==> src/verilog/ycbcr_pkg.sv <==
package ycbcr_pkg;

   // ======================================================================
   // Block geometry
   // ======================================================================

   // One Y sample per pixel
   localparam int LUMA_PER_BLOCK   = 128;
   // Each chroma plane holds one sample per pixel pair
   localparam int CHROMA_PER_BLOCK = LUMA_PER_BLOCK / 2;
   // Chroma arrives in rows; first half of a row belongs to the upper half-block
   localparam int CHROMA_ROW       = 8;

   // Region offsets inside one bank
   localparam int CB_BASE = 128;
   localparam int CR_BASE = 256;

   // ======================================================================
   // Types
   // ======================================================================

   // One Y, Cb or Cr byte
   typedef logic [7:0]  sample_t;
   // Packed 5-6-5 output pixel
   typedef logic [15:0] rgb565_t;
   // Bit 9 is the bank, bits 8:0 the offset in the bank
   typedef logic [9:0]  buf_addr_t;
   // Pixel number inside a block
   typedef logic [6:0]  pixel_idx_t;

   // Read sequencer phase, also tags the returning RAM data
   typedef enum logic [1:0] {
      PH_IDLE,
      PH_Y,
      PH_CB,
      PH_CR
   } read_phase_t;

endpackage
==> src/verilog/block_reader.sv <==
`timescale 1ns/1ns

module block_reader #(
   parameter int LUMA_PER_BLOCK = 128
) (
   input  logic                   clock,
   input  logic                   reset_n,
   input  logic                   block_ready,
   output logic                   rd_en,
   output ycbcr_pkg::buf_addr_t   rd_addr,
   output ycbcr_pkg::read_phase_t rd_phase
);

   ycbcr_pkg::read_phase_t phase;
   ycbcr_pkg::pixel_idx_t  pix;
   // Starts opposite to the writer once the first block is done
   logic                   bank;
   logic [8:0]             offset;

   // ======================================================================
   // Phase sequencer
   // ======================================================================

   always_ff @(posedge clock or negedge reset_n)
   begin
      if (!reset_n)
      begin
         phase    <= ycbcr_pkg::PH_IDLE;
         pix      <= '0;
         bank     <= 1'b0;
         rd_phase <= ycbcr_pkg::PH_IDLE;
      end
      else
      begin
         // Tag that lines up with the RAM output
         rd_phase <= phase;
         case (phase)
            ycbcr_pkg::PH_IDLE:
            begin
               if (block_ready)
                  phase <= ycbcr_pkg::PH_Y;
            end
            ycbcr_pkg::PH_Y:
               phase <= ycbcr_pkg::PH_CB;
            ycbcr_pkg::PH_CB:
               phase <= ycbcr_pkg::PH_CR;
            ycbcr_pkg::PH_CR:
            begin
               if (pix == 7'(LUMA_PER_BLOCK - 1))
               begin
                  // Block done so the next one comes from the other bank
                  phase <= ycbcr_pkg::PH_IDLE;
                  pix   <= '0;
                  bank  <= ~bank;
               end
               else
               begin
                  phase <= ycbcr_pkg::PH_Y;
                  pix   <= pix + 7'd1;
               end
            end
            default:
               phase <= ycbcr_pkg::PH_IDLE;
         endcase
      end
   end

   // Read address from phase and pixel
   // Pixel pairs share one chroma sample
   always_comb
   begin
      case (phase)
         ycbcr_pkg::PH_CB: offset = 9'(ycbcr_pkg::CB_BASE) + 9'(pix[6:1]);
         ycbcr_pkg::PH_CR: offset = 9'(ycbcr_pkg::CR_BASE) + 9'(pix[6:1]);
         default:          offset = 9'(pix);
      endcase
   end

   assign rd_en   = (phase != ycbcr_pkg::PH_IDLE);
   assign rd_addr = {bank, offset};

   // Source must leave room for a full read-out
   a_no_overrun : assert property (@(posedge clock) disable iff (!reset_n)
      block_ready |-> phase == ycbcr_pkg::PH_IDLE);

endmodule

==> config.mk <==
export PLATFORM = sky130hd
export DESIGN_NAME = block_reader
export DESIGN_NICKNAME = d
export VERILOG_FILES = /design/src/verilog/ycbcr_pkg.sv /design/src/verilog/block_reader.sv
export SDC_FILE = /design/constraint.sdc
export NUM_CORES = 1
export LEC_CHECK = 0
export ABC_AREA = 1
export BUFFER_PORTS_ARGS = -buffer_cell sky130_fd_sc_hd__buf_4
export CAP_MARGIN = 25
export CORE_MARGIN = 3
export CORE_UTILIZATION = 45
export CTS_CLUSTER_SIZE = 20
export DETAILED_ROUTE_END_ITERATION = 10
export GPL_TIMING_DRIVEN = 0
export PLACE_DENSITY = 0.71
export SYNTH_ARGS = -nofsm -noshare
export SYNTH_HDL_FRONTEND = slang
export SYNTH_SLANG_ARGS = --single-unit
==> constraint.sdc <==
create_clock -name clock -period 1.2 [get_ports clock]
set_clock_uncertainty 0.05 [all_clocks]
set_input_delay 0.06 -clock clock [delete_from_list [all_inputs] [get_ports clock]]
set_output_delay 0.06 -clock clock [all_outputs]
set_load 0.02 [all_outputs]
### Word level (Yosys, flattened, before mapping)

Cells that the tools add are included.

* word-level logic and storage cells: 21
* output and inout port bits: 13
* register bits: 12
* input port bits: 3

* eq/ne operators: 5
* mux-type cells: 5
* reduce and logical (&&, ||, !) cells: 3
* $add $sub $neg: 3
* bitwise gates (word level): 1

Operator list (number)
* $pmux 9 s2: 1
* $add 8x6->9 const A: 1
* $add 9x6->9 const A: 1
* $pmux 2 s4: 1
* $add 7x1->7 const B: 1
* $eq 7x7->1 const B: 1
* $mux 7: 1
* $eq 2x2->1 const B: 2
* $eq 2x1->1 const B: 1
* $logic_not 2->1: 1
* $mux 2: 1
* $ne 2x2->1 const B: 1
* $reduce_and 2->1: 1
* $reduce_bool 2->1: 1
* $mux 1: 1
* $not 1->1: 1

### Longest topological paths before layout

* depth in word-level cells: 3
* gate-level depth with buffers: 9
* gate-level depth less buffers: 8

### Worst setup path after synthesis

No wires, ideal clock.

* path type: register to output
* start point: register phase[0]
* end point: output port rd_addr[1]
* data arrival time: 1.457 ns
* path slack: -0.367 ns
* cell stages (with the launch flop): 5
* buffers on the path: 1
* data required time: 1.090 ns
* cells stage by stage: dfrtp_1 -> ha_1 -> buf_4 -> nor2_4 -> mux2_2

* longest elaborated chain between the ends: 2
* elaborated cells on any way between the ends: 3
* those cells by class: 2 x eq/ne; 1 x mux

RTL lines
* from (decl): line block_reader.sv:14 `ycbcr_pkg::read_phase_t phase;`
* from (signal assigned): line block_reader.sv:28 `phase <= ycbcr_pkg::PH_IDLE;`
* from (signal assigned): line block_reader.sv:41 `phase <= ycbcr_pkg::PH_Y;`
* from (signal assigned): line block_reader.sv:44 `phase <= ycbcr_pkg::PH_CB;`
* $eq 2x2->1: line block_reader.sv:72 `case (phase)`
* $pmux 9 s2 *: line block_reader.sv:72
* to (decl): line block_reader.sv:10 `output ycbcr_pkg::buf_addr_t rd_addr,`

Every way passes the cells marked *; elsewhere a longest branch is shown, timed or not.

### Final worst setup path

* start point: register phase[0]
* end point: output port rd_addr[6]

The elaborated chain is that of the path after synthesis.

==> reports/results.tsv <==
stage	metric	value	unit
final_layout	area_growth	59.9	%
sta	finalCriticalPeriod	1.77	ns
logic_synthesis	yosysSeqAreaShare	42.8	%
setup_path	worstSetupPathType	register to primary output	
placement	routabilityCongestion	0.795	
logic_synthesis	synth_fp_nets	88	
sta	fmax	0.564	GHz
logic_synthesis	ys_ff_latch	12	
sta	relSlewSlack	80.9	%
final_layout	register_area	303	µm²
logic_synthesis	syn_inst	80	
setup_path	required	1.09	ns
sta	holdWs	0.00940	ns
route	drt_iter0_markers	3	
sta	hold_viol	0	
setup_path	cp_data_arrival_time	1.66	ns
sta	timing.final.crit_share	148	%
clock_tree	cts_buffers	3	
sta	layout_setup_ws	-0.573	ns
clock_tree	htreeDepth	1	
sta	worstMarginPinSlew	0.287	ns
clock_tree	cts_tree	yes	
global_routing	track_usage	17.4	%
final_layout	multiInputGateArea	449	µm²
global_routing	antenna_found_initial	0	
sta	final_max_slew_viol_count	0	
sta	finalSetupViolations	19	
die	core	0.00138	mm²
logic_synthesis	synth.cell_area	702	µm²
clock_tree	cts_num_sinks	12	
route	viasPerCell	5.04	
flow_run	max_cap_violations	0	
pwr	ir_worst_vdd	0.00205	V
logic_synthesis	ys_warn_count	0	
logic_synthesis	synth_cell_types	17	
final_layout	layout.nets	121	
setup_path	critical_path_peak_fanout	4	
min_path	hp-class	input pin to register	
pwr	power.total	3190	µW
route	wl	1710	µm
route	drt.antenna.violating_nets	0	
sta	rsz0062_at_grt	yes	
global_routing	grt_max_degree	13	
pwr	powerDensity	2850	mW/mm²
die	fp.dieW	45.5	µm
final_layout	diodes	0	
route	wl_per_cell	13.5	µm
clock_tree	clock_latency	0.27	ns
status	status	finished with violations	
die	die_h	45.5	µm
global_routing	grt_pass1_wl	2410	µm
final_layout	drive_above_1_share	57.1	%
route	drc	0	
status	violations	negative setup slack	
die	rows	13	
die	ios	16	
final_layout	nFillCells	90	
clock_tree	cts-root-buf	clkbuf_4	
setup_path	startpoint_type	register	
placement	portBuffers	15	
route	dr_total_vias	640	
placement	dp_hpwl	976	µm
logic_synthesis	synth.avg_cell_area	8.77	µm²
global_routing	grt_pass1_vias	564	
pwr	p_leak	0.000594	µW
global_routing	grt-ovfl-total	0	
setup_path	worstSetupEndpointType	primary output	
die	dieArea	0.00207	mm²
route	drtPass1Iterations	4	
clock_tree	clock_path_buffers	2	
die	start_util	50.8	%
clock_tree	clkTransAtPathRegs	0.07	ns
report_power, final:
part,switching [µW],internal [µW],leakage (µW),total [µW]
logic,1030,1070,0.000424,2100
clock network,134,185,0.0000210,319
registers,214,563,0.000149,777
cells in the mapped netlist, drive strengths merged:
library cell	number	share of area, %
nand2	24	16
or2	1	0.89
mux2	2	3.2
nor3	1	0.71
mux2i	1	1.4
nand3	3	2.1
xor2	2	2.5
xnor2	1	1.2
ha	5	8.9
nor2	8	7.5
inv	11	5.9
dfrtp	12	43
buf	2	2.1
o21ai	7	5.0
metal layers:
layer | vias to the layer above | wire [µm] | GRT usage, %
met5 | - | 0 | 0
met4 | 0 | 35 | 8.77
met3 | 6 | 91 | 7.11
met2 | 22 | 908 | 29.2
met1 | 301 | 677 | 18.4
li1 | 311 | - | -
final cells by class:
class / count / share of cell area, %
Buffer: 2 / 1.67
Clock buffer: 4 / 3.23
Inverter: 11 / 4.12
Multi-Input combinational cell: 55 / 40.0
Sequential cell: 12 / 27.0
Tap cell: 15 / 1.67
Timing Repair Buffer: 28 / 22.3
worst max-delay path, stage by stage (launching register included):
cell	delay, ns
dfrtp_2	0.46
ha_4	0.18
buf_6	0.11
buf_4	0.13
buf_6	0.11
nor3_1	0.20
buf_4	0.18
layout by cell type, fill, tap and decap left out, types with 2 or more instances in the layout:
cell      count
ha_1          2
dfrtp_1      10
mux2_4        2
nand2_4       3
clkbuf_4      3
inv_4         2
buf_4        18
buf_6        11
ha_4          2
nor2_4        4
nand3_2       2
o21ai_2       2
xor2_1        2
nor2_1        3
o21ai_1       3
nand2_1      14
nand2_2       7
dfrtp_2       2
inv_1         9
stage by stage:
step | util [%] | instance area, µm² | setup TNS [ns] | instances | setup WS, ns
finish | 81.2 | 1120 | -6.99 | 127 | -0.573
global route | 81.2 | 1120 | -8.11 | 127 | -0.646
CTS | 73.0 | 1010 | -6.18 | 121 | -0.552
detailed placement | 63.2 | 873 | -2.51 | 110 | -0.359
global placement | 63.2 | 873 | -2.42 | 110 | -0.353
floorplan | - | 742 | -1.75 | 80 | -0.197
registers in the layout, summed over array words and instances (netlist names):
register	count
rd_phase	2
pix	7
bank	1
phase	2
repair_timing:
action,CTS,global route
gates resized for setup,14,20
endpoints found under the setup margin,17,20
hold buffers,1,0
hold endpoints to repair,12,0
pin swaps,7,6
setup buffers,6,6
worst paths after layout:
check | cells after the start | to | slack [ns] | start
max | 6 | rd_addr[6] | -0.57 | phase[0]
min | 3 | phase[1] | 0.009 | block_ready
max reg2reg | 11 | pix[5] | -0.41 | phase[0]
min reg2reg | 0 | rd_phase[1] | 0.43 | phase[1]
max in group asynchronous | 2 | phase[0] | 0.83 | reset_n
min in group asynchronous | 2 | pix[0] | 0.11 | reset_n
cell families (layout without fill, tap and decap cells):
group                      after synthesis  after routing  synth area share, %
muxes                                    3              3                 4.63
and+or+nand+nor                         37             37                 26.9
AOI/OAI and AO/OA                        7              7                 4.99
buffers and inverters                   13             45                 8.02
adders and majority gates                5              5                 8.91
DFF                                     12             12                 42.8
xor gates and xnor gates                 3              3                 3.74
Power figures use the tool's default switching activity.
