File: src/verilog/ycbcr_pkg.sv
package ycbcr_pkg;

   // ======================================================================
   // Block geometry
   // ======================================================================

   // One Y sample per pixel
   localparam int LUMA_PER_BLOCK   = 128;
   // Each chroma plane holds one sample per pixel pair
   localparam int CHROMA_PER_BLOCK = LUMA_PER_BLOCK / 2;
   // Chroma arrives in rows; first half of a row belongs to the upper half-block
   localparam int CHROMA_ROW       = 8;

   // Region offsets inside one bank
   localparam int CB_BASE = 128;
   localparam int CR_BASE = 256;

   // ======================================================================
   // Types
   // ======================================================================

   // One Y, Cb or Cr byte
   typedef logic [7:0]  sample_t;
   // Packed 5-6-5 output pixel
   typedef logic [15:0] rgb565_t;
   // Bit 9 is the bank, bits 8:0 the offset in the bank
   typedef logic [9:0]  buf_addr_t;
   // Pixel number inside a block
   typedef logic [6:0]  pixel_idx_t;

   // Read sequencer phase, also tags the returning RAM data
   typedef enum logic [1:0] {
      PH_IDLE,
      PH_Y,
      PH_CB,
      PH_CR
   } read_phase_t;

endpackage
File: src/verilog/ycbcr_to_rgb565.sv
`timescale 1ns/1ns

module ycbcr_to_rgb565 (
   input  logic                   clock,
   input  logic                   reset_n,
   input  ycbcr_pkg::read_phase_t rd_phase,
   input  ycbcr_pkg::sample_t     rd_data,
   output logic                   rgb_valid,
   output ycbcr_pkg::rgb565_t     rgb_data
);

   // BT.601 coefficients scaled by 256
   localparam logic signed [17:0] K_CR_R = 18'sd359;
   localparam logic signed [17:0] K_CB_G = 18'sd88;
   localparam logic signed [17:0] K_CR_G = 18'sd183;
   localparam logic signed [17:0] K_CB_B = 18'sd454;

   // Components held until Cr shows up
   ycbcr_pkg::sample_t y_hold;
   ycbcr_pkg::sample_t cb_hold;

   logic signed [8:0]  cb_c;
   logic signed [8:0]  cr_c;

   // Stage 1
   logic               s1_valid;
   ycbcr_pkg::sample_t s1_y;
   logic signed [17:0] s1_r;
   logic signed [17:0] s1_g;
   logic signed [17:0] s1_b;

   // Stage 2 sums before clamping
   logic signed [17:0] r_full;
   logic signed [17:0] g_full;
   logic signed [17:0] b_full;
   ycbcr_pkg::sample_t r8;
   ycbcr_pkg::sample_t g8;
   ycbcr_pkg::sample_t b8;

   // Saturate to one byte
   function automatic ycbcr_pkg::sample_t clamp8(input logic signed [17:0] v);
      if (v < 18'sd0)
         return 8'd0;
      else if (v > 18'sd255)
         return 8'd255;
      else
         return v[7:0];
   endfunction

   // ======================================================================
   // Gather and multiply
   // ======================================================================

   // Chroma offsets in -128..127
   assign cb_c = $signed({1'b0, cb_hold}) - 9'sd128;
   assign cr_c = $signed({1'b0, rd_data}) - 9'sd128;

   always_ff @(posedge clock)
   begin
      if (rd_phase == ycbcr_pkg::PH_Y)
         y_hold <= rd_data;
      if (rd_phase == ycbcr_pkg::PH_CB)
         cb_hold <= rd_data;
      // Cr is on rd_data right now
      if (rd_phase == ycbcr_pkg::PH_CR)
      begin
         s1_y <= y_hold;
         s1_r <= K_CR_R * cr_c;
         s1_g <= K_CB_G * cb_c + K_CR_G * cr_c;
         s1_b <= K_CB_B * cb_c;
      end
   end

   // ======================================================================
   // Add, clamp and pack
   // ======================================================================

   always_comb
   begin
      r_full = $signed({10'd0, s1_y}) + (s1_r >>> 8);
      g_full = $signed({10'd0, s1_y}) - (s1_g >>> 8);
      b_full = $signed({10'd0, s1_y}) + (s1_b >>> 8);
      r8     = clamp8(r_full);
      g8     = clamp8(g_full);
      b8     = clamp8(b_full);
   end

   always_ff @(posedge clock or negedge reset_n)
   begin
      if (!reset_n)
      begin
         s1_valid  <= 1'b0;
         rgb_valid <= 1'b0;
      end
      else
      begin
         s1_valid  <= (rd_phase == ycbcr_pkg::PH_CR);
         rgb_valid <= s1_valid;
      end
   end

   // 5-6-5 from the top bits
   always_ff @(posedge clock)
   begin
      if (s1_valid)
         rgb_data <= {r8[7:3], g8[7:2], b8[7:3]};
   end

   // Held Y and Cb must come from the two tags just before each Cr
   a_tag_order : assert property (@(posedge clock) disable iff (!reset_n)
      (rd_phase == ycbcr_pkg::PH_CR) |->
      ($past(rd_phase) == ycbcr_pkg::PH_CB) && ($past(rd_phase, 2) == ycbcr_pkg::PH_Y));

endmodule

File: config.mk
export PLATFORM = sky130hd
export DESIGN_NAME = ycbcr_to_rgb565
export DESIGN_NICKNAME = d
export VERILOG_FILES = /design/src/verilog/ycbcr_pkg.sv /design/src/verilog/ycbcr_to_rgb565.sv
export SDC_FILE = /design/constraint.sdc
export NUM_CORES = 1
export LEC_CHECK = 0
export BUFFER_PORTS_ARGS = -buffer_cell sky130_fd_sc_hd__buf_4
export CAP_MARGIN = 20
export CORE_MARGIN = 8
export CORE_UTILIZATION = 30
export DETAILED_ROUTE_END_ITERATION = 8
export GPL_TIMING_DRIVEN = 0
export PLACE_DENSITY = 0.55
export REMOVE_ABC_BUFFERS = 1
export SETUP_SLACK_MARGIN = 0.02
export SYNTH_ARGS = -nofsm -noshare
export SYNTH_HDL_FRONTEND = slang
export SYNTH_SLANG_ARGS = --single-unit
File: constraint.sdc
create_clock -name clock -period 11.54 [get_ports clock]
set_clock_uncertainty 0.2 [all_clocks]
set_input_delay 2.308 -clock clock [delete_from_list [all_inputs] [get_ports clock]]
set_output_delay 2.308 -clock clock [all_outputs]
set_load 0.005 [all_outputs]
Word level (Yosys, flattened, before mapping)
Index checks and enable logic that the tools add are counted.

Mux-type cells: 3. Multiply operators: 4. Add/subtract/negate cells: 6. $lt $le $gt $ge: 6. Equal/unequal tests: 3.

Operator list (number): > comparator 11 x 9 -> 1 bit (second input constant) (3); less-than comparator 11 x 1 -> 1 bit (second input constant) (3); two-way mux 8 bit (3); adder 9 x 10 -> 11 bit (2); adder 17 x 18 -> 18 bit (1); multiplier 10 x 9 -> 18 bit (first input constant) (1); multiplier 9 x 9 -> 18 bit (first input constant) (1); subtractor 8 x 8 -> 9 bit (second input constant) (2); multiplier 9 x 9 -> 17 bit (first input constant) (1); multiplier 5 x 9 -> 14 bit (first input constant) (1); subtractor 9 x 10 -> 11 bit (1); == test 2 bit (second input constant) (2); == test 2 x 1 -> 1 bit (second input constant) (1).

Input bits: 12. Output and inout port bits: 17. Bits in registers: 95. Word-level logic and storage cells: 33.

Longest topological paths before layout
Word-level depth: 3. Gate-level depth with buffers: 21. Gate-level depth less buffers: 21.

Worst setup path before layout
Ideal clock, no wire load.

Path kind: input to register. Start: in rd_data[7]. End: reg s1_g[17] (data pin). Path slack: 4.975 ns. Stages: 16. Path buffers: 0. Setup time: 0.258 ns. Required time: 11.082 ns. Arrival time: 6.107 ns. Cell sequence: inv_1 > ha_1 > inv_1 > ha_1 > inv_1 > fa_1 > inv_1 > fa_1 > fa_1 > ha_1 > nand3_1 > o211ai_1 > or4b_1 > a31oi_2 > o21ai_1 > xnor2_1.

Longest elaborated chain between the ends: 3.

Ends and longest elaborated chain: start: declaration (line ycbcr_to_rgb565.sv:7) `input ycbcr_pkg::sample_t rd_data,`; subtractor 8 x 8 -> 9 bit (line ycbcr_to_rgb565.sv:56) `assign cr_c = $signed({1'b0, rd_data}) - 9'sd128;`; multiplier 9 x 9 -> 18 bit (line ycbcr_to_rgb565.sv:69) `s1_g <= K_CB_G * cb_c + K_CR_G * cr_c;`; adder 17 x 18 -> 18 bit (line ycbcr_to_rgb565.sv:69); end signal: assignment (line ycbcr_to_rgb565.sv:69); end: declaration (line ycbcr_to_rgb565.sv:29) `logic signed [17:0] s1_g;`.

Every way passes these cells. A chain may end at the register's enable or synchronous reset.

Worst setup path in the final report
Ends and elaborated chain as after synthesis.

==> metrics <==
EDFF count, synth=70; Hold Path Stages=0; slowest stage cell, crit path=or4b_1; post-synthesis sequential area ratio=about a quarter; vias per cell=about 4.5; first-pass GRT wire length=28600 um; GRT Util Overall=10.5%; Reg-to-Reg Start=cb_hold[1]$_DFFE_PN_; Hold-fix buffers, CTS=0; P_sw=approximately 0.96 mW; Worst path max stage delay=0.55 ns; I/O Pins=29; area leader, netlist=ha_1; Post-Syn Area=roughly 0.0085 sq mm; Nets=roughly 1100; most used cell, CP=inv_1; Fin. Hold Viols=0; largest family of logic cells by synthesized area=adder cells; # diodes=0; max cap viols=0; Netlist cell types=60; Slew headroom=approximately a third; Req. time, crit path=11.42 ns; compound-cell area share of the yosys netlist=a little under an eighth; number of cells after detailed placement=1215; Final Critical Period=between 7 and 8 ns; Hold Crit Start=y_hold[0]$_DFFE_PN_; share of post-route cells with drive strength above 1=7.62%; worst-case clock buffer depth=2; drt wl/cell=approximately 14 um; Simple-Gate Fraction of Synth Area=7.29%; CTS tree=built; final non-filler cell total=1231; Place WS=4.08 ns; fmax=142 MHz; met1 WL=~8200 um; Skew-Pair Late Insertion Delay=~0.34 ns; Leak=4.50 nW; Area Growth Syn to Fin=11.9%; top post-synthesis cells by area=ha_1, edfxtp_1, fa_1; post-CTS setup buffer count=0; Clock power frac=about 14%; Hold EP=s1_y[0]$_DFFE_PP_; Startpoint Class=input pin; final WL=16700 um; PD cells=around 230 mW/mm^2; initial drt markers=250; Seq cells post-synth=between 70 and 80; worst path cell trace=buf_4 -> inv_1 -> ha_1 -> inv_1 -> ha_1 -> inv_1 -> fa_1 -> inv_1 -> fa_1 -> fa_1 -> ha_1 -> nand3_1 -> o211ai_1 -> or4b_1 -> a31oi_2 -> o21ai_1 -> xnor2_1; vias=about 5500; Gate Count Post-Synth=just over 800; Die H=about 180 um; initial antenna violation count=0; Starting Density=a little under a third; Adder-Cell Fraction of Synth Area=a little over two fifths; CTS clk-pin slew, worst paths=about 0.060 ns; post-synth top area share=between 20% and 30%; Reg2Reg Setup Slack=5.81 ns; status=finished, final reports clean; Period Utilization, post-route=roughly 60%; RePlAce Congestion=approximately 0.79; Core Area=between 0.02 and 0.03 sq mm; internal power=1.27 mW; post-placement cell area=slightly above 0.009 sq mm; worst hold path type=reg2reg; post-detail-place hpwl=roughly 14000 um; Critical Path Sink Type=flop; clk root buf=clkbuf_16; measured slew at the worst slew-check pin=slightly above 1 ns; site row count=61; Sw Share=between 40% and 50%; post-synthesis xor/xnor area fraction=5.68%; Final Power=~2.2 mW; Synth Warn #=0; Num CTS Buffers=9; peak supply drop=~120 uV; RSZ-0062 raised after global routing=no; crit-path max FO=8; metal3 WL=487 um; iteration count of the initial detailed-routing pass=4; largest net degree at the start of global routing=40; vias in the first global route=5731; Reg power frac=between 20% and 30%; mux cell area share after synthesis=less than 1%; Final TNS setup=0 ns; H-tree depth=3; gr ovfl total=0; crit path DAT=roughly 6.9 ns; CTS sink cnt=72; R2R Path End=s1_g[17]$_DFFE_PP_; ANT nets after route=0; Max Used Layer=met4; combinational share of power=65.8%; async set or reset register ratio after synthesis=~2.8%; IO Port Bufs=28; most frequent cells in the layout=ha_1, inv_1, edfxtp_1; commonest non-fill, non-tap cell in the layout=ha_1; final setup margin=4.48 ns; Setup CP Type=in2reg; DRC Markers=0; worst reg2reg path depth=16; Finish-stage setup viols=0; main flop type after synthesis=edfxtp_1; Slew Limit Fails=0; CTS resizes=0; CP Buf/Inv Count=5; Largest delay share family, worst path=adder cells; die area=around 0.034 sq mm; Design Area, Final=~0.0095 sq mm; chip width=184 um; Avg Cell Area, Syn=10.5 sq um; met2 routed WL=7800 um
flip-flops by register name (all words and copies together) (netlist names):
signal     flops
cb_hold        8
s1_y           8
rgb_data      16
s1_g          10
s1_valid       1
y_hold         8
s1_b          10
rgb_valid      1
s1_r          10
through the flow:
| stage | utilization, % | hold WS [ns] |
|---|---|---|
| final | 34.2 | 0.220 |
| after global routing | 34.2 | 0.233 |
| after CTS | 34.2 | 0.222 |
| after detailed placement | 33.0 | 0.206 |
| after global placement | 33.0 | 0.201 |
| after floorplan | - | 0.200 |
per-layer routing:
layer,global-route usage (%),vias up
met5,0,-
met4,3.10,0
met3,1.38,9
met2,17.8,60
met1,13.8,2618
li1,-,2860
cells by family (layout without fill, tap and decap cells):
group / count (synthesis) / after routing
adder cells (fa/ha/maj): 244 / 244
flip-flops: 72 / 72
AO/OA/AOI/OAI: 151 / 151
multiplexers: 1 / 1
buffers and inverters: 168 / 210
XOR/XNOR: 55 / 55
AND/OR/NAND/NOR: 120 / 120
worst max-delay path by stage:
| stage | from | endpoint | cells past startpoint |
|---|---|---|---|
| after global routing | rd_data[7] | s1_g[17]$_DFFE_PP_ | 17 |
| after floorplan | rd_data[7] | s1_g[17]$_DFFE_PP_ | 16 |
| after global placement | rd_data[7] | s1_g[17]$_DFFE_PP_ | 17 |
| after detailed placement | rd_data[7] | s1_g[17]$_DFFE_PP_ | 17 |
| after CTS | rd_data[7] | s1_g[17]$_DFFE_PP_ | 17 |
| final | rd_data[7] | s1_g[17]$_DFFE_PP_ | 17 |
power by group through the flow:
stage / registers, mW / logic [mW] / clock network (mW)
3_5_place_dp: 0.459 / 1.46 / 0
2_1_floorplan: 0.451 / 1.15 / 0
5_1_grt: 0.460 / 1.70 / 0.329
3_3_place_gp: 0.458 / 1.45 / 0
6_report: 0.453 / 1.46 / 0.309
4_1_cts: 0.454 / 1.48 / 0.320
final cells by class:
class,instances,area [sq um]
Sequential cell,72,2150
Timing Repair Buffer,28,210
Multi-Input combinational cell,571,5700
Inverter,166,623
Fill cell,2874,18300
Tap cell,378,473
Clock buffer,10,239
Clock inverter,6,91.3
Yosys cell counts (all sizes together) (3+ instances only):
master / n
a211oi: 14
a21o: 9
a21oi: 39
a31oi: 11
and2: 4
edfxtp: 70
fa: 69
ha: 175
inv: 166
nand2: 25
nand2b: 10
nand3: 10
nand3b: 3
nand4: 4
nor2: 27
nor2b: 7
nor3: 11
nor4: 3
o211ai: 4
o21a: 4
o21ai: 35
o21bai: 12
or2: 7
xnor2: 33
xor2: 22
Power figures use the tool's default switching activity.
