==> src/verilog/ycbcr_pkg.sv <==
package ycbcr_pkg;

   // ======================================================================
   // Block geometry
   // ======================================================================

   // One Y sample per pixel
   localparam int LUMA_PER_BLOCK   = 128;
   // Each chroma plane holds one sample per pixel pair
   localparam int CHROMA_PER_BLOCK = LUMA_PER_BLOCK / 2;
   // Chroma arrives in rows; first half of a row belongs to the upper half-block
   localparam int CHROMA_ROW       = 8;

   // Region offsets inside one bank
   localparam int CB_BASE = 128;
   localparam int CR_BASE = 256;

   // ======================================================================
   // Types
   // ======================================================================

   // One Y, Cb or Cr byte
   typedef logic [7:0]  sample_t;
   // Packed 5-6-5 output pixel
   typedef logic [15:0] rgb565_t;
   // Bit 9 is the bank, bits 8:0 the offset in the bank
   typedef logic [9:0]  buf_addr_t;
   // Pixel number inside a block
   typedef logic [6:0]  pixel_idx_t;

   // Read sequencer phase, also tags the returning RAM data
   typedef enum logic [1:0] {
      PH_IDLE,
      PH_Y,
      PH_CB,
      PH_CR
   } read_phase_t;

endpackage
==> src/verilog/block_writer.sv <==
`timescale 1ns/1ns

module block_writer #(
   parameter int LUMA_PER_BLOCK = 128
) (
   input  logic                 clock,
   input  logic                 reset_n,
   input  logic                 sample_valid,
   input  ycbcr_pkg::sample_t   sample_data,
   output logic                 wr_en,
   output ycbcr_pkg::buf_addr_t wr_addr,
   output ycbcr_pkg::sample_t   wr_data,
   output logic                 block_ready
);

   localparam int CHROMA_N = LUMA_PER_BLOCK / 2;
   // Offset of the lower half-block inside a chroma region
   localparam int HALF_OFS = CHROMA_N / 2;
   localparam int HALF_ROW = ycbcr_pkg::CHROMA_ROW / 2;

   // Sample counts per component
   logic [7:0]      y_cnt;
   logic [6:0]      cb_cnt;
   logic [6:0]      cr_cnt;
   // Position inside the current chroma row
   logic [2:0]      row_pos;
   // Half-row counts, index 0 is Cb and 1 is Cr
   logic [1:0][5:0] lo_cnt;
   logic [1:0][5:0] hi_cnt;

   logic       bank;
   logic       last_write;

   logic       is_y;
   logic       sel_cr;
   logic       first_half;
   logic       last_cr;
   logic [8:0] chroma_base;
   logic [8:0] offset;

   // ======================================================================
   // Placement of the incoming byte
   // ======================================================================

   always_comb
   begin
      is_y        = (y_cnt < LUMA_PER_BLOCK);
      // Cr once all Cb bytes are in
      sel_cr      = (cb_cnt == 7'(CHROMA_N));
      first_half  = (row_pos < 3'(HALF_ROW));
      chroma_base = sel_cr ? 9'(ycbcr_pkg::CR_BASE) : 9'(ycbcr_pkg::CB_BASE);
      if (is_y)
         offset = 9'(y_cnt);
      else if (first_half)
         offset = chroma_base + 9'(lo_cnt[sel_cr]);
      else
         offset = chroma_base + 9'(HALF_OFS) + 9'(hi_cnt[sel_cr]);
      // Final byte of the block
      last_cr = sample_valid && !is_y && sel_cr && (cr_cnt == 7'(CHROMA_N - 1));
   end

   // ======================================================================
   // Counters, bank and block end
   // ======================================================================

   always_ff @(posedge clock or negedge reset_n)
   begin
      if (!reset_n)
      begin
         y_cnt       <= '0;
         cb_cnt      <= '0;
         cr_cnt      <= '0;
         row_pos     <= '0;
         lo_cnt      <= '0;
         hi_cnt      <= '0;
         bank        <= 1'b0;
         last_write  <= 1'b0;
         block_ready <= 1'b0;
         wr_en       <= 1'b0;
      end
      else
      begin
         wr_en       <= sample_valid;
         last_write  <= last_cr;
         // Pulse once the last Cr byte has gone into the RAM
         block_ready <= last_write;
         if (last_write)
            bank <= ~bank;

         if (sample_valid)
         begin
            if (is_y)
               y_cnt <= y_cnt + 8'd1;
            else
            begin
               row_pos <= (row_pos == 3'(ycbcr_pkg::CHROMA_ROW - 1)) ? 3'd0 : row_pos + 3'd1;
               if (first_half)
                  lo_cnt[sel_cr] <= lo_cnt[sel_cr] + 6'd1;
               else
                  hi_cnt[sel_cr] <= hi_cnt[sel_cr] + 6'd1;
               if (sel_cr)
                  cr_cnt <= cr_cnt + 7'd1;
               else
                  cb_cnt <= cb_cnt + 7'd1;
            end
         end

         // Ready for the next block
         if (last_cr)
         begin
            y_cnt   <= '0;
            cb_cnt  <= '0;
            cr_cnt  <= '0;
            row_pos <= '0;
            lo_cnt  <= '0;
            hi_cnt  <= '0;
         end
      end
   end

   // Write address and data
   always_ff @(posedge clock)
   begin
      wr_addr <= {bank, offset};
      wr_data <= sample_data;
   end

   // Nothing lands beyond the Cr region
   a_wr_in_bank : assert property (@(posedge clock) disable iff (!reset_n)
      wr_en |-> wr_addr[8:0] < 9'(ycbcr_pkg::CR_BASE + CHROMA_N));

endmodule

==> config.mk <==
export PLATFORM = sky130hd
export DESIGN_NAME = block_writer
export DESIGN_NICKNAME = d
export VERILOG_FILES = /design/src/verilog/ycbcr_pkg.sv /design/src/verilog/block_writer.sv
export SDC_FILE = /design/constraint.sdc
export NUM_CORES = 1
export LEC_CHECK = 0
export ABC_AREA = 1
export BUFFER_PORTS_ARGS = -buffer_cell sky130_fd_sc_hd__buf_2
export CORE_MARGIN = 5
export CORE_UTILIZATION = 60
export DETAILED_ROUTE_END_ITERATION = 12
export HOLD_SLACK_MARGIN = 0.03
export PLACE_DENSITY = 0.8
export SETUP_SLACK_MARGIN = 0.2
export SLEW_MARGIN = 20
export SYNTH_ARGS = -nofsm -noshare
export SYNTH_HDL_FRONTEND = slang
export SYNTH_SLANG_ARGS = --single-unit
==> constraint.sdc <==
create_clock -name clock -period 3.1 [get_ports clock]
set_input_delay 0.62 -clock clock [delete_from_list [all_inputs] [get_ports clock]]
set_output_delay 0.62 -clock clock [all_outputs]
set_load 0.02 [all_outputs]
* After elaboration in Yosys (flattened, before gate mapping) *
Cells that the tools add are included.

word-level totals
  output and inout port bits = 20
  bits in registers = 71

cells by class
  bitwise operators = 1
  reduce and logical (&&, ||, !) cells = 15
  add/sub/neg operators = 9
  order comparisons = 4
  mux-type cells = 34
  equal/unequal tests = 6

operator list
  cell                 count
  $mux 12              8
  $mux 7               8
  $mux 8               4
  $mux 6               5
  $bwmux 12            2
  $add 9x6->9          2
  $mux 9               2
  $add 7x1->7 const B  2
  $add 6x1->6 const B  2
  $mux 3               4
  $reduce_and 3->1     4
  $add 9x6->9 const B  1
  $add 8x1->8 const B  1
  $lt 8x8->1 const B   1
  $reduce_bool 2->1    4
  $eq 7x6->1 const B   1
  $eq 7x7->1 const B   1
  $demux 6 s1          1
  $ne 2x1->1 const B   3
  $logic_and 1x1->1    4
  $reduce_and 2->1     2
  $add 3x1->3 const B  1
  $eq 3x3->1 const B   1
  $lt 3x3->1 const B   1
  4 further kinds      4

* Logic depth before layout (Yosys ltp) *
  word-level depth = 10
  gate-level depth with buffers = 14

* Least setup slack after synthesis *
OpenSTA, ideal clock, no wires.

  path kind = reg2reg
  from = reg cb_cnt[0]
  to = reg lo_cnt[8] in the netlist's numbering
  clock period less this slack = 2055 ps
  path slack = 1045 ps
  setup time = 116 ps
  arrival time = 1939 ps
  stages on the path, launching flop included = 14
  path through = dfrtp_1 -> inv_1 -> ha_1 -> nand2_1 -> inv_2 -> nand3_4 -> buf_2 -> o21ai_1 -> inv_2 -> ha_1 -> xnor2_1 -> nor2_1 -> nand2_1 -> nand2_1

on the way
  longest elaborated chain between the ends = 10

ends and longest elaborated chain
  what                                                                 RTL line             source
  start: declaration                                                   block_writer.sv:23   logic [6:0] cb_cnt;
  start signal: assignment                                             block_writer.sv:104  cb_cnt <= cb_cnt + 7'd1;
  $eq 7x7->1 *                                                         block_writer.sv:49   sel_cr = (cb_cnt == 7'(CHROMA_N));
  parallel branches: the longest is 9 deep, another holds $add 6x1->6  --
  end signal: indexed assignment                                       block_writer.sv:98   lo_cnt[sel_cr] <= lo_cnt[sel_cr] + 6'd1;
  end: declaration                                                     block_writer.sv:28   logic [1:0][5:0] lo_cnt;

Mark *: on every way between the ends. The select of a mux whose other input is x is not followed.
A chain may end at the register's enable or synchronous reset.

* Final worst setup path *
  from = reg cb_cnt[0]
  to = reg hi_cnt[5] in the netlist's numbering

on the way
  longest elaborated chain between the ends = 10

ends and longest elaborated chain
  what                                                                 RTL line             source
  $eq 7x7->1 *                                                         block_writer.sv:49
  parallel branches: the longest is 9 deep, another holds $add 6x1->6  --
  end signal: indexed assignment                                       block_writer.sv:100  hi_cnt[sel_cr] <= hi_cnt[sel_cr] + 6'd1;
  end: declaration                                                     block_writer.sv:29   logic [1:0][5:0] hi_cnt;

Marked as above.

==> metrics <==
post-DR vias/cell=5.39; GRT Residual Overflow=0; crit-path most repeated cell=nand2_1; Reg-to-Reg Start=cb_cnt[0]; LEAKAGE=2.01 nW; Mapped Area=0.00340 sq mm; routed length on met2=3480 um; Fin Setup TNS=0 ps; Skew-Pair Late Insertion Delay=340 ps; Slew Viols, Final=0; mean post-synth cell area=8.09 sq um; DRC viols=0; slew margin rel.=0.566; Arr. time, crit path=2750 ps; Syn Inst Count=420; post-synthesis compound-gate area fraction=0.0747; Synth Net Count=439; Setup violations, final=0; Final Hold Vio Count=0; FF-to-FF path depth=13; root buf cell=clkbuf_8; outcome=finished clean; DRT Pass-1 Iters=5; Die X=85.3 um; CTS Buf Count=9; IO Pins=31; Synth Area in XOR/XNOR=0.0309; fin worst setup slack=569 ps; WHS Path Cells=1; Vias=2878; Max Freq=395 MHz; critical path, cell by cell=inv_1 -> ha_1 -> nand2_1 -> inv_2 -> nand3_4 -> nor2_4 -> nand3_4 -> nand2_4 -> nand2_4 -> clkinv_2 -> nand2_2 -> nand2_1 -> nand2_1; critical path launch point type=register; post-synthesis sequential area ratio=0.496; Iter 0 DRT Violations=223; Die ar.=0.00727 sq mm; Final min period=2530 ps; final-stage net count=476; CTS tree=done; CP peak stage delay=440 ps; Sink Count=71; Synth warnings=0; Hold Path Origin=sample_data[0]; largest family of logic cells by synthesized area=simple AND/OR/NAND/NOR gates; Adder-Cell Fraction of Synth Area=0.0294; Simple-Gate Fraction of Synth Area=0.297; gr usage total=0.210; Post-synth EDFFs=0; DR WL/cell=13.7 um; RSZ-0062 raised after global routing=false; Hold Path Class=input pin to register; Final ANT Viol Nets=0; core outline area=0.00551 sq mm; mux contribution to synthesized area=0; hold_buf cts=0; antenna cells=0; Tcrit/Tclk final=0.817; DR top layer=met4; dpl ws=570 ps; Reg clk slew, reported paths=70 ps; clock skew=8.10 ps; HPWL Detailed=5300 um; Initial Util=0.617; first-pass GRT wire length=12200 um; endpoint type of the worst setup path=register; H-tree depth=3; Worst setup startpoint=cb_cnt[0]; Worst Path Max Fanout=25; gpl congestion=0.904; Die Y=85.3 um; asr flop ratio synth=0.746; required time worst endpoint=3320 ps; initial antenna violation count=0; max cap viols=0; share of layout cells above drive strength 1=0.147; post-synth cell types=28; # rows=27; filler instances=434; Seq cells post-synth=71; ys flop type=dfrtp_1; Worst path slowest cell=dfrtp_1; met3 wire length=436 um; vias in the first global route=2773; post-cts sizing count=0; Clock Path Buffers=2; setup bufs post-CTS=0; Worst-Margin Slew=651 ps; Total Wirelength=7340 um; pwr dens=701 mW/mm^2; Worst Path Class, Setup=register to register; M1 WL=3270 um; pin count of the biggest net entering global routing=54; Area Growth Syn to Fin=11.9%; peak supply drop=0.621 mV; # port buffers=30
through the flow:
stage | hold slack [ps] | utilization | std cells | area, sq um | total power, mW
2_1_floorplan | 324 | - | 420 | 3400 | 1.75
3_3_place_gp | 376 | 0.657 | 518 | 3620 | 1.94
3_5_place_dp | 381 | 0.657 | 518 | 3620 | 1.98
4_1_cts | 369 | 0.691 | 534 | 3800 | 2.68
5_1_grt | 368 | 0.691 | 534 | 3800 | 2.83
6_report | 380 | 0.691 | 534 | 3800 | 2.67
power by group:
group          internal [mW]  total, mW  switching (mW)  leakage [nW]
Clock                  0.374      0.703           0.329        0.0916
Sequential              1.07       1.20           0.129         0.797
Combinational          0.252      0.762           0.510          1.13
Total                   1.70       2.67           0.968          2.01
path summary, 6_finish.rpt:
| path | end | slack (ps) |
|---|---|---|
| setup / recovery | hi_cnt[5] | 570 |
| hold / removal | wr_data[0] | 380 |
| setup reg to reg | hi_cnt[5] | 570 |
| hold reg to reg | wr_addr[9] | 390 |
| max in group asynchronous | hi_cnt[5] | 2260 |
| min in group asynchronous | cb_cnt[4] | 390 |
area by class of cell:
cell class | instances | area, sq um | area share
clock buffer | 13 | 139 | 0.0365
clock inverter | 3 | 43.8 | 0.0115
timing repair buffer | 31 | 158 | 0.0415
tap | 72 | 90.1 | 0.0237
inverter | 57 | 215 | 0.0566
sequential | 71 | 1690 | 0.444
multi-input combinational | 287 | 1470 | 0.387
sequential cells by signal, indices dropped and copies added, names as in the netlist:
name         flops
hi_cnt          12
lo_cnt          12
wr_addr         10
wr_data          8
y_cnt            8
cb_cnt           7
cr_cnt           7
row_pos          3
bank             1
block_ready      1
last_write       1
wr_en            1
layout by cell type, fill, tap and decap left out, types with 2 or more instances in the layout:
master      n
nand3_1    39
ha_1        8
o21ai_1    13
inv_1      47
nor3_1      4
nor2_4      5
buf_2      30
nand3_4     2
inv_2       7
xor2_1     10
nand2_4     3
nand4_1    12
xnor2_1     2
o21ai_0    24
clkinv_2    2
nor2_1     24
nand3b_1    2
clkinv_1    2
a21oi_1    11
nand2_1   119
dfxtp_1    18
dfrtp_1    53
clkbuf_8    9
nand2_2     6
clkbuf_1    4
worst max-delay path: cells and delay by family (launching register included):
family / cells / cell delay [ps]
flip-flops: 1 / 440
adder cells (fa/ha/maj): 1 / 140
buffers and inverters: 3 / 360
AND/OR/NAND/NOR: 9 / 1470
per-layer routing:
metal	global-route usage	vias up
met5	0	-
li1	-	1416
met1	0.268	1328
met2	0.340	117
met4	0.0950	0
met3	0.0466	17
synth_stat cells (4+ instances only):
master,count,share of area
a21oi_1,11,0.016
dfrtp_1,53,0.39
dfxtp_1,18,0.11
ha_1,8,0.029
inv_1,47,0.052
inv_2,7,0.0077
nand2_1,119,0.13
nand2_2,6,0.011
nand3_1,39,0.057
nand4_1,12,0.022
nor2_1,24,0.027
nor2_4,5,0.017
nor3_1,4,0.0059
o21ai_0,24,0.035
o21ai_1,13,0.019
xor2_1,10,0.026
cells by family (layout without fill, tap and decap cells):
| logic type | Yosys count | after routing |
|---|---|---|
| AO/OA/AOI/OAI | 50 | 50 |
| AND/OR/NAND/NOR | 217 | 217 |
| flip-flops | 71 | 71 |
| buffers and inverters | 62 | 104 |
| XOR/XNOR | 12 | 12 |
| adder cells (fa/ha/maj) | 8 | 8 |
Power figures use the tool's default switching activity.
